[src/include/mmio_consts.svh]
`ifndef MMIO_CONSTS_SVH
`define MMIO_CONSTS_SVH

// memory map, all word addresses above the RAM window
`define MMIO_RAM_LIMIT      32'd2048        // first address outside RAM
`define MMIO_ADDR_TOUCH     32'h0000_0C00   // read: latest touch coordinate
`define MMIO_ADDR_SPI_CMD   32'h0000_0C04   // write: spi command and byte count
`define MMIO_ADDR_SPI_PARAM 32'h0000_0C08   // write: spi parameter, starts transfer

// system clocks per spi half period
`define SPI_CLK_DIV         2

`endif

[src/rtl/mmio_pkg.sv]
`default_nettype none

package mmio_pkg;

    // single word request from the memory handler
    typedef struct packed {
        logic        read;
        logic        write;
        logic [31:0] addr;
        logic [31:0] wdata;
    } mmio_req_t;

    // single beat request to the word memory
    typedef struct packed {
        logic        read;    // one cycle pulse
        logic        write;   // one cycle pulse
        logic [31:0] addr;
        logic [31:0] data;
    } mem_req_t;

    // what the spi transmitter needs for one frame
    typedef struct packed {
        logic [7:0]  cmd;
        logic [3:0]  count;   // parameter bytes, clamped to 4 by the transmitter
        logic [31:0] param;
    } spi_cfg_t;

    // touch coordinate as delivered by the i2c front end
    typedef struct packed {
        logic [15:0] x;
        logic [15:0] y;
    } touch_t;

    // handler write data seen as a command word or as a raw parameter
    typedef union packed {
        struct packed {
            logic [19:0] rsvd;
            logic [3:0]  count;
            logic [7:0]  cmd;
        } cmd;
        logic [31:0] param;
    } spi_word_u;

endpackage

`default_nettype wire

[src/rtl/mmio_decoder.sv]
`default_nettype none

`include "mmio_consts.svh"

// decodes handler requests against the map and sequences the target access
module mmio_decoder (
    input  wire logic             clk,
    input  wire logic             nRst,
    // memory handler
    input  mmio_pkg::mmio_req_t   req_i,
    output logic [31:0]           rdata_o,
    output logic                  busy_o,
    // word memory
    output mmio_pkg::mem_req_t    mem_req_o,
    input  wire logic [31:0]      mem_data_i,
    input  wire logic             mem_busy_i,
    // touch latch
    input  mmio_pkg::touch_t      touch_i,
    input  wire logic             touch_ready_i,
    output logic                  touch_consume_o,
    // spi transmitter
    output mmio_pkg::spi_cfg_t    spi_cfg_o,
    output logic                  spi_start_o,
    input  wire logic             spi_busy_i
);

    typedef enum logic [1:0] {
        S_IDLE,
        S_WAIT,     // target chosen, waiting for it to be free
        S_MEMRD,    // memory data arrives this cycle
        S_DONE
    } state_t;

    typedef enum logic [2:0] {
        T_NONE,
        T_MEM_RD,
        T_MEM_WR,
        T_TOUCH,
        T_SPI_CMD,
        T_SPI_PARAM
    } target_t;

    state_t              state_q, state_d;
    target_t             tgt_q;
    mmio_pkg::mmio_req_t req_q;
    mmio_pkg::spi_word_u wword;

    logic        strobe_ok;
    logic        mem_rd, mem_wr;
    logic        launch;            // spi parameter accepted this cycle
    logic [31:0] rdata_q;
    logic [7:0]  cmd_q;
    logic [3:0]  cnt_q;
    logic [31:0] param_q;
    logic        start_q;

    // map lookup, done once when the request is taken
    function automatic target_t classify(input mmio_pkg::mmio_req_t r);
        target_t t;
        t = T_NONE;
        if (r.addr < `MMIO_RAM_LIMIT) begin
            t = r.read ? T_MEM_RD : T_MEM_WR;
        end else if (r.read && r.addr == `MMIO_ADDR_TOUCH) begin
            t = T_TOUCH;
        end else if (r.write && r.addr == `MMIO_ADDR_SPI_CMD) begin
            t = T_SPI_CMD;
        end else if (r.write && r.addr == `MMIO_ADDR_SPI_PARAM) begin
            t = T_SPI_PARAM;
        end
        return t;
    endfunction

    assign strobe_ok = req_i.read ^ req_i.write;   // both or neither is ignored
    assign wword     = req_q.wdata;

    always_comb begin
        state_d         = state_q;
        mem_rd          = 1'b0;
        mem_wr          = 1'b0;
        touch_consume_o = 1'b0;
        launch          = 1'b0;
        case (state_q)
            S_IDLE: begin
                if (strobe_ok) state_d = S_WAIT;
            end
            S_WAIT: begin
                case (tgt_q)
                    T_MEM_RD: begin
                        if (!mem_busy_i) begin   // else hold and retry
                            mem_rd  = 1'b1;
                            state_d = S_MEMRD;
                        end
                    end
                    T_MEM_WR: begin
                        if (!mem_busy_i) begin
                            mem_wr  = 1'b1;
                            state_d = S_DONE;
                        end
                    end
                    T_TOUCH: begin
                        if (touch_ready_i) begin
                            touch_consume_o = 1'b1;
                            state_d         = S_IDLE;
                        end
                    end
                    T_SPI_PARAM: begin
                        if (!spi_busy_i) begin
                            launch  = 1'b1;
                            state_d = S_DONE;
                        end
                    end
                    default: state_d = S_IDLE;   // spi command or unmapped
                endcase
            end
            S_MEMRD: state_d = S_IDLE;
            default: state_d = S_IDLE;
        endcase
    end

    // request copy, only looked at outside idle
    always_ff @(posedge clk) begin
        if (state_q == S_IDLE && strobe_ok) begin
            req_q <= req_i;
            tgt_q <= classify(req_i);
        end
    end

    always_ff @(posedge clk, negedge nRst) begin
        if (!nRst) begin
            state_q <= S_IDLE;
            rdata_q <= '0;
            cmd_q   <= '0;
            cnt_q   <= '0;
            param_q <= '0;
            start_q <= 1'b0;
        end else begin
            state_q <= state_d;
            start_q <= launch;
            if (state_q == S_MEMRD) begin
                rdata_q <= mem_data_i;
            end else if (touch_consume_o) begin
                rdata_q <= touch_i;
            end
            // command and count stay put across parameter writes
            if (state_q == S_WAIT && tgt_q == T_SPI_CMD) begin
                cmd_q <= wword.cmd.cmd;
                cnt_q <= wword.cmd.count;
            end
            if (launch) param_q <= wword.param;
        end
    end

    assign busy_o  = (state_q != S_IDLE);
    assign rdata_o = rdata_q;

    always_comb begin
        mem_req_o.read  = mem_rd;
        mem_req_o.write = mem_wr;
        mem_req_o.addr  = req_q.addr;
        mem_req_o.data  = req_q.wdata;
    end

    always_comb begin
        spi_cfg_o.cmd   = cmd_q;
        spi_cfg_o.count = cnt_q;
        spi_cfg_o.param = param_q;
    end

    assign spi_start_o = start_q;

endmodule

`default_nettype wire

[src/rtl/mmio_top.sv]
`default_nettype none

// mmio block: touch input, address decoder and spi command output
module mmio_top (
    input  wire logic           clk,
    input  wire logic           nRst,
    // memory handler
    input  mmio_pkg::mmio_req_t req_i,
    output logic [31:0]         rdata_o,
    output logic                busy_o,
    // word memory bus
    output mmio_pkg::mem_req_t  mem_req_o,
    input  wire logic [31:0]    mem_data_i,
    input  wire logic           mem_busy_i,
    // i2c touch front end
    input  mmio_pkg::touch_t    i2c_xy_i,
    input  wire logic           i2c_done_i,
    output logic                touch_ready_o,
    // display spi pins
    output logic                spi_sclk_o,
    output logic                spi_mosi_o,
    output logic                spi_cs_n_o
);

    mmio_pkg::touch_t   touch_xy;
    logic               touch_ready;
    logic               touch_consume;
    mmio_pkg::spi_cfg_t spi_cfg;
    logic               spi_start;
    logic               spi_busy;

    touch_latch u_touch (
        .clk        (clk),
        .nRst       (nRst),
        .i2c_done_i (i2c_done_i),
        .i2c_xy_i   (i2c_xy_i),
        .consume_i  (touch_consume),
        .xy_o       (touch_xy),
        .ready_o    (touch_ready)
    );

    mmio_decoder u_dec (
        .clk             (clk),
        .nRst            (nRst),
        .req_i           (req_i),
        .rdata_o         (rdata_o),
        .busy_o          (busy_o),
        .mem_req_o       (mem_req_o),
        .mem_data_i      (mem_data_i),
        .mem_busy_i      (mem_busy_i),
        .touch_i         (touch_xy),
        .touch_ready_i   (touch_ready),
        .touch_consume_o (touch_consume),
        .spi_cfg_o       (spi_cfg),
        .spi_start_o     (spi_start),
        .spi_busy_i      (spi_busy)
    );

    spi_cmd_tx u_spi (
        .clk        (clk),
        .nRst       (nRst),
        .start_i    (spi_start),
        .cfg_i      (spi_cfg),
        .busy_o     (spi_busy),
        .spi_sclk_o (spi_sclk_o),
        .spi_mosi_o (spi_mosi_o),
        .spi_cs_n_o (spi_cs_n_o)
    );

    assign touch_ready_o = touch_ready;   // handler polls this

endmodule

`default_nettype wire

[src/rtl/spi_cmd_tx.sv]
`default_nettype none

`include "mmio_consts.svh"

// sends one command byte and up to four parameter bytes, mode 0, msb first
module spi_cmd_tx (
    input  wire logic          clk,
    input  wire logic          nRst,
    input  wire logic          start_i,
    input  mmio_pkg::spi_cfg_t cfg_i,
    output logic               busy_o,
    output logic               spi_sclk_o,
    output logic               spi_mosi_o,
    output logic               spi_cs_n_o
);

    localparam int DIV_W = $clog2(`SPI_CLK_DIV + 1);
    localparam logic [DIV_W-1:0] DIV_LAST = DIV_W'(`SPI_CLK_DIV - 1);

    logic [DIV_W-1:0] div_cnt;
    logic [2:0]       bit_cnt;      // bit within the current byte
    logic [2:0]       byte_cnt;     // parameter bytes still to send
    logic [39:0]      shreg;        // command in the top byte
    logic             sclk_q;
    logic             cs_n_q;
    logic             tick;         // half period elapsed

    assign tick = !cs_n_q && (div_cnt == DIV_LAST);

    always_ff @(posedge clk, negedge nRst) begin
        if (!nRst) begin
            div_cnt  <= '0;
            bit_cnt  <= '0;
            byte_cnt <= '0;
            shreg    <= '0;
            sclk_q   <= 1'b0;
            cs_n_q   <= 1'b1;
        end else if (cs_n_q) begin
            if (start_i) begin
                shreg    <= {cfg_i.cmd, cfg_i.param};
                byte_cnt <= (cfg_i.count > 4'd4) ? 3'd4 : cfg_i.count[2:0];
                bit_cnt  <= '0;
                div_cnt  <= '0;
                cs_n_q   <= 1'b0;   // first bit is already on mosi
            end
        end else if (tick) begin
            div_cnt <= '0;
            if (!sclk_q) begin
                sclk_q <= 1'b1;     // receiver samples here
            end else begin
                sclk_q  <= 1'b0;    // next bit goes out on the fall
                shreg   <= {shreg[38:0], 1'b0};
                bit_cnt <= bit_cnt + 3'd1;
                if (bit_cnt == 3'd7) begin
                    if (byte_cnt == 3'd0) begin
                        cs_n_q <= 1'b1; // frame done
                    end else begin
                        byte_cnt <= byte_cnt - 3'd1;
                    end
                end
            end
        end else begin
            div_cnt <= div_cnt + 1'b1;
        end
    end

    assign busy_o     = ~cs_n_q;
    assign spi_sclk_o = sclk_q;
    assign spi_mosi_o = shreg[39];
    assign spi_cs_n_o = cs_n_q;

endmodule

`default_nettype wire

[src/rtl/touch_latch.sv]
`default_nettype none

// holds the last coordinate from the i2c front end until the handler reads it
module touch_latch (
    input  wire logic            clk,
    input  wire logic            nRst,
    input  wire logic            i2c_done_i,   // one cycle, coordinate valid
    input  mmio_pkg::touch_t     i2c_xy_i,
    input  wire logic            consume_i,    // decoder took the coordinate
    output mmio_pkg::touch_t     xy_o,
    output logic                 ready_o
);

    mmio_pkg::touch_t xy_q;
    logic             ready_q;

    // coordinate register, only meaningful while ready is set
    always_ff @(posedge clk) begin
        if (i2c_done_i) begin
            xy_q <= i2c_xy_i;
        end
    end

    // a fresh sample beats a consume in the same cycle
    always_ff @(posedge clk, negedge nRst) begin
        if (!nRst) begin
            ready_q <= 1'b0;
        end else if (i2c_done_i) begin
            ready_q <= 1'b1;
        end else if (consume_i) begin
            ready_q <= 1'b0;
        end
    end

    assign xy_o    = xy_q;
    assign ready_o = ready_q;

endmodule

`default_nettype wire

[config.mk]
export PLATFORM = sky130hd
export DESIGN_NAME = mmio_top
export DESIGN_NICKNAME = d
export VERILOG_FILES = /design/src/rtl/mmio_pkg.sv /design/src/rtl/mmio_decoder.sv /design/src/rtl/mmio_top.sv /design/src/rtl/spi_cmd_tx.sv /design/src/rtl/touch_latch.sv
export VERILOG_INCLUDE_DIRS = /design/src /design/src/include
export SDC_FILE = /design/constraint.sdc
export NUM_CORES = 1
export LEC_CHECK = 0
export ABC_AREA = 1
export ABC_CLOCK_PERIOD_IN_PS = 5300
export BUFFER_PORTS_ARGS = -buffer_cell sky130_fd_sc_hd__buf_2
export CORE_MARGIN = 3
export CORE_UTILIZATION = 50
export CTS_CLUSTER_SIZE = 30
export DETAILED_ROUTE_END_ITERATION = 10
export PLACE_DENSITY_LB_ADDON = 0.1
export REMOVE_ABC_BUFFERS = 1
export SLEW_MARGIN = 20
export SYNTH_ARGS = -nofsm -noshare
export SYNTH_HDL_FRONTEND = slang
export SYNTH_SLANG_ARGS = --single-unit
[constraint.sdc]
create_clock -name clk -period 5.3 [get_ports clk]
set_input_delay 0.265 -clock clk [delete_from_list [all_inputs] [get_ports clk]]
set_output_delay 0.265 -clock clk [all_outputs]
set_load 0.05 [all_outputs]
==> results_dict.tcl, run 1 <==
set metrics [dict create \
    power_uw 6702 \
    syn_avg_cell_area_um2 10.99 \
    p_per_area_nw_per_um2 559.8 \
    timing.fmax_mhz 298.6 \
    startpoint_type "flip-flop" \
    final.setup.worst_slack_ns 1.951 \
    sw_frac_of_total_pct 40.39 \
    p_leak_uw 0.005421 \
    fin_skew_ns 0.009529 \
    grt_pass1_vias 7230 \
    cp_num_buf_inv 3 \
    grt_max_degree 74 \
    crit_path_cell_trace "inv_2 > nand4_1 > nand2_2 > buf_4 > inv_2 > nor2_2 > o211ai_1 > o21ai_0" \
    p_sw_uw 2707 \
    synth-simple-area-share_pct 16.07 \
    ys_ff_latch 229 \
    pre_cts_ws_ns 1.934 \
    min_path_type "input pin to flip-flop" \
    htree_levels 1 \
    tritoncts "built" \
    antennaDiodeCount 0 \
    syn_to_final_growth_pct 33.34 \
    multi_input_comb_area_um2 2311 \
    clock_path_buffers 3 \
    final-setup-viol-count 0 \
    grt_usage_pct 22.54 \
    rows 48 \
    clkTransAtPathRegs_ns 0.06 \
    synth_top_family_by_area "simple AND/OR/NAND/NOR gates" \
    drtIter0Drc 401 \
    cp_common_cell "inv_2" \
    period_share_pct 63.19 \
    synth_cells 817 \
    ctsHoldBuffers 97 \
    crit_type "flip-flop to flip-flop" \
    routed_via_density 5.024 \
    grt_pass1_wl_mm 36.39 \
    final_hold_viol_count 0 \
    setup-tns-final_ns 0 \
    final-seq-area_um2 6227 \
    maxSlewHeadroom_pct 32.76 \
    dieHeight_um 140.0 \
    n_fill_cell 1344 \
    power_frac_comb_pct 35.3 \
    drt_pass1_iterations 5 \
    max_stage_delay_ns 0.83 \
    worst_pin_slew_ns 1.007 \
    netlist_area_um2 8977 \
    yosys_warnings 0 \
    ant_nets 0 \
    io_pins 237 \
    critical_path.top_delay_family "buffers and inverters" \
    synth-compound-area-share_pct 8.739 \
    drcViolationCount 0 \
    critPathArrivalTime_ns 3.76 \
    cts_resized 0 \
    gr-total-overflow 0 \
    worstSetupEndpointType "flip-flop" \
    root_buffer "clkbuf_16" \
    placed_cell_area_um2 10250 \
    intPower_uw 3995 \
    cp.required_ns 5.71 \
    ys_types 31 \
    synth_mux_area_share_pct 0 \
    yosysSeqAreaShare_pct 69.37 \
    design.core.area_um2 17420 \
    grt_antenna_before_repair 1 \
    gp_congestion 0.7755 \
    wire_per_inst_um 15.95 \
    power_frac_clock_pct 23.4 \
    cts_buffers 24 \
    clk_latency_ns 0.50 \
    postLayoutCellArea_um2 11970 \
    seq_power_share_pct 41.4 \
    start_util_pct 51.54 \
    outcome "finished clean" \
    max_cap_viol_count 0 \
    routed_wl_mm 22.03 \
    slowest_stage "inv_2" \
    cts_setup_buffers 0 \
    synthAdderAreaFrac_pct 0.5575 \
    min_period_ns 3.349 \
    cts_num_sinks 229 \
    worstPathMaxFanout 66 \
    synth_xor_area_share_pct 0.2927 \
    peakVddDrop_v 0.0003349 \
    place_hpwl_mm 13.62 \
    die_area_um2 19600 \
    layout-drive-gt1-share_pct 25.17 \
    num-nets-final 1276 \
    grt_setup_unrepaired "no" \
    die_w_um 140.0 \
    vias 6938 \
    slew_violations 0 \
    port_buffers 236 \
]
## synth_stat cells (all sizes together)
library cell / n / area [um^2]
a211oi: 1 / 7.510
a21o: 1 / 7.510
a21oi: 4 / 20.02
a31oi: 53 / 331.6
buf: 33 / 200.2
clkbuf: 11 / 41.29
dfrtp: 129 / 3228
dfstp: 1 / 26.28
edfxtp: 99 / 2973
ha: 4 / 50.05
inv: 54 / 205.2
nand2: 212 / 818.3
nand3: 49 / 245.2
nand3b: 1 / 20.02
nand4: 5 / 37.53
nor2: 80 / 305.3
nor3: 2 / 10.01
o211ai: 19 / 142.6
o21ai: 55 / 275.3
or2: 1 / 6.260
xnor2: 1 / 8.760
xor2: 2 / 17.52
## final cells by class
class                           instances  area share (%)
Inverter                               54           1.714
Sequential cell                       229           52.02
Clock buffer                           34           5.509
Tap cell                              225           2.352
Timing Repair Buffer                  339           18.51
Multi-Input combinational cell        490           19.31
Clock inverter                         10          0.5853
## kinds of logic (layout without fill, tap and decap cells)
kind of cell / count (synthesis) / count (layout)
flops: 229 / 229
fa+ha+maj: 4 / 4
simple gates: 350 / 350
buf+inv: 98 / 437
compound gates: 133 / 133
xor+xnor: 3 / 3
## state kept, by name, indices dropped and copies added (netlist names)
register and cells:
u_touch.xy_o 32, u_spi.spi_cs_n_o 1, u_dec.cnt_q 4, u_dec.rdata_o 32, u_dec.param_q 32, u_dec.mem_req_o 32, u_spi.byte_cnt 3, u_spi.div_cnt 2
u_dec.cmd_q 8, u_touch.ready_o 1, u_dec.wword 32, u_spi.spi_sclk_o 1, u_dec.spi_start_o 1, u_spi.bit_cnt 3, u_dec.tgt_q 3, u_spi.shreg 40
u_dec.state_q 2
## tightest hold or removal path, delay by kind of cell
kind / cells / cell delay, ns
AO/OA/AOI/OAI: 1 / 0.08
buffers and inverters: 1 / 0.09
AND/OR/NAND/NOR: 1 / 0.07
## power by group through the flow
stage / Combinational [uW] / Sequential (uW) / Clock [uW]
global route: 2590 / 2840 / 1680
global placement: 2260 / 2790 / 0
CTS: 2360 / 2770 / 1600
detailed placement: 2310 / 2790 / 0
finish: 2360 / 2770 / 1570
floorplan: 919 / 3520 / 0
## path summary, 6_finish.rpt
path,slack (ns),end,start,cells after the start
max,1.95,u_spi.byte_cnt[2],u_spi.spi_cs_n_o,8
max in group asynchronous,3.75,u_dec.rdata_o[31],nRst,3
min reg2reg,0.47,u_dec.param_q[15],u_dec.wword[15],2
max reg2reg,1.95,u_spi.byte_cnt[2],u_spi.spi_cs_n_o,8
min,0.04,u_dec.rdata_o[11],mem_data_i[11],3
min in group asynchronous,0.34,u_dec.param_q[16],nRst,2
## through the flow
stage / instances / util (%) / hold WS (ns)
4_1_cts: 1380 / 68.61 / 0.01848
2_1_floorplan: 773 / - / -0.03059
6_report: 1381 / 68.73 / 0.03737
5_1_grt: 1381 / 68.73 / 0.03205
3_5_place_dp: 1239 / 58.85 / 0.3171
3_3_place_gp: 1239 / 58.85 / 0.3340
## layout by cell type, fill, tap and decap left out, drive strengths merged, types with 34 or more instances in the layout
| cell type | Yosys | final |
|---|---|---|
| o21ai | 55 | 55 |
| inv | 54 | 54 |
| clkbuf | 11 | 34 |
| edfxtp | 99 | 99 |
| nor2 | 80 | 80 |
| a31oi | 53 | 53 |
| dfrtp | 129 | 129 |
| buf | 33 | 242 |
| dlygate4sd3 | 0 | 97 |
| nand2 | 212 | 212 |
| nand3 | 49 | 49 |
## layer usage
layer | track usage (%) | part of all wire, %
met1 | 27.91 | 40
met2 | 38.57 | 49
met3 | 6.521 | 7.6
met4 | 6.986 | 3.0
met5 | 0 | 0.059
Note: power is estimated with default switching activity, not from simulation.
==> run 2: changes to the inputs <==
Settings changed: ABC_CLOCK_PERIOD_IN_PS 5300 to 3200.
Clock period 5.3 ns to 3.2 ns, I/O delays scaled along.
==> results_dict.tcl, run 2 (same netlist as run 1, synthesis figures left out) <==
set metrics [dict create \
    place_inst 1245 \
    intPower_uw 6866 \
    start_util_pct 51.54 \
    die_w_um 140.0 \
    drt_pass1_iterations 5 \
    dieHeight_um 140.0 \
    cts_resized 0 \
    final-setup-viol-count 0 \
    drcViolationCount 0 \
    grt_setup_unrepaired "no" \
    place_hpwl_mm 13.40 \
    largest_reg_flops 40 \
    timing.fmax_mhz 472.3 \
    regToRegStartpoint "u_dec.state_q[0]" \
    regMostFlops "u_spi.shreg" \
    min_from "req_i[65]" \
    max_stage_delay_ns 0.50 \
    critPathArrivalTime_ns 2.52 \
    wire_per_inst_um 15.75 \
    final_common_cell "buf_2" \
    drtIter0Drc 441 \
    max_cap_viol_count 0 \
    maxSlewHeadroom_pct 33.60 \
    period_share_pct 66.17 \
    placed_cell_area_um2 10320 \
    root_buffer "clkbuf_16" \
    design.core.area_um2 17420 \
    grt_max_degree 109 \
    worst_pin_slew_ns 0.9960 \
    die_area_um2 19600 \
    power_frac_comb_pct 35.7 \
    htree_levels 1 \
    cts_setup_buffers 0 \
    vias 7131 \
    peakVddDrop_v 0.0007002 \
    p_sw_uw 4511 \
    sw_frac_of_total_pct 39.65 \
    ant_nets 0 \
    grt_pass1_wl_mm 37.07 \
    mostFrequentLayoutCells "buf_2, nand2_1, dlygate4sd3_1, dfrtp_1, edfxtp_1" \
    crit_type "flip-flop to flip-flop" \
    cp_common_cell "buf_4" \
    power_frac_clock_pct 24.7 \
    outcome "finished clean" \
    min_path_type "input pin to flip-flop" \
    cp-startpoint "u_dec.state_q[0]" \
    min_period_ns 2.117 \
    crit_path_cell_trace "inv_2 > buf_4 > nand2_2 > buf_4 > nand2_4 > nor2_1 > a31oi_1" \
    instances_no_fill 1419 \
    n_fill_cell 1232 \
    slew_violations 0 \
    final-seq-area_um2 6227 \
    layout-drive-gt1-share_pct 25.31 \
    pre_cts_ws_ns 1.170 \
    fin_skew_ns 0.01515 \
    worstSetupEndpointType "flip-flop" \
    final_hold_viol_count 0 \
    io_pins 237 \
    p_leak_uw 0.005625 \
    num-nets-final 1313 \
    startpoint_type "flip-flop" \
    p_per_area_nw_per_um2 915.9 \
    grt_usage_pct 22.87 \
    clk_latency_ns 0.51 \
    clkTransAtPathRegs_ns 0.06 \
    port_buffers 236 \
    gp_congestion 0.7817 \
    postLayoutCellArea_um2 12420 \
    ctsHoldBuffers 129 \
    cp.required_ns 3.61 \
    worstPathMaxFanout 64 \
    routed_via_density 5.025 \
    grt_pass1_vias 7380 \
    cts_buffers 24 \
    slowest_stage "nand2_4" \
    grt_antenna_before_repair 1 \
    multi_input_comb_area_um2 2311 \
    gr-total-overflow 0 \
    cts_num_sinks 229 \
    syn_to_final_growth_pct 38.37 \
    tritoncts "built" \
    seq_power_share_pct 39.6 \
    final.setup.worst_slack_ns 1.083 \
    clock_path_buffers 3 \
    rows 48 \
    routed_wl_mm 22.36 \
]
[run 2: cell types whose count changed in the layout (fill, tap and decap cells not counted), sizes merged]
cell,change
clkinv,-2
buf,+5
clkbuf,+1
bufinv,+1
dlygate4sd3,+32
diode,+1
[run 2: cell type report]
type                    instances  share of cell area, %
clock inverters                 9                 0.7554
clock buffers                  35                  5.751
multi-input cells             490                  18.60
repair buffers                376                  20.82
well taps                     225                  2.266
inverters                      54                  1.652
diodes                          1                0.02015
flip-flops and latches        229                  50.13
[run 2: path summary, 6_finish.rpt]
path	to	slack [ns]	cells after the start
worst max register to register	u_dec.rdata_o[17]	1.08	7
min in group asynchronous	u_spi.shreg[15]	0.31	2
max in group asynchronous	u_dec.param_q[26]	2.09	3
worst min register to register	u_dec.param_q[31]	0.45	2
worst max-delay path	u_dec.rdata_o[17]	1.08	7
worst min-delay path	u_dec.tgt_q[0]	0.11	5
[run 2: through the flow]
| step | power (uW) | TNS, ns | utilization [%] | hold WS [ns] |
|---|---|---|---|---|
| after floorplan | 7357 | -94.84 | - | -0.1356 |
| after global placement | 8404 | 0 | 59.25 | 0.3361 |
| after detailed placement | 8483 | 0 | 59.25 | 0.3381 |
| after CTS | 11440 | 0 | 71.31 | 0.08943 |
| after global routing | 12050 | 0 | 71.32 | 0.1242 |
| final | 11380 | 0 | 71.32 | 0.1060 |
[run 2: critical path: cells and delay by family, from the launching register on]
family                 cells  cell delay (ns)
AND/OR/NAND/NOR            3             0.70
buffers and inverters      3             0.67
flip-flops                 1             0.44
AO/OA/AOI/OAI              1             0.21
[run 2: power by group through the flow]
stage / logic (uW) / clock network, uW / registers [uW]
final: 4060 / 2810 / 4510
after global placement: 3870 / 0 / 4530
after detailed placement: 3950 / 0 / 4540
after CTS: 4080 / 2860 / 4500
after floorplan: 1520 / 0 / 5840
after global routing: 4450 / 2990 / 4610
[run 2: routing by layer]
metal	up-vias	share of wire [%]	global-route usage [%]
met5	-	0	0
met4	0	3.1	7.394
met3	46	6.7	5.872
met2	229	49	38.26
met1	3368	41	29.47
li1	3488	-	-
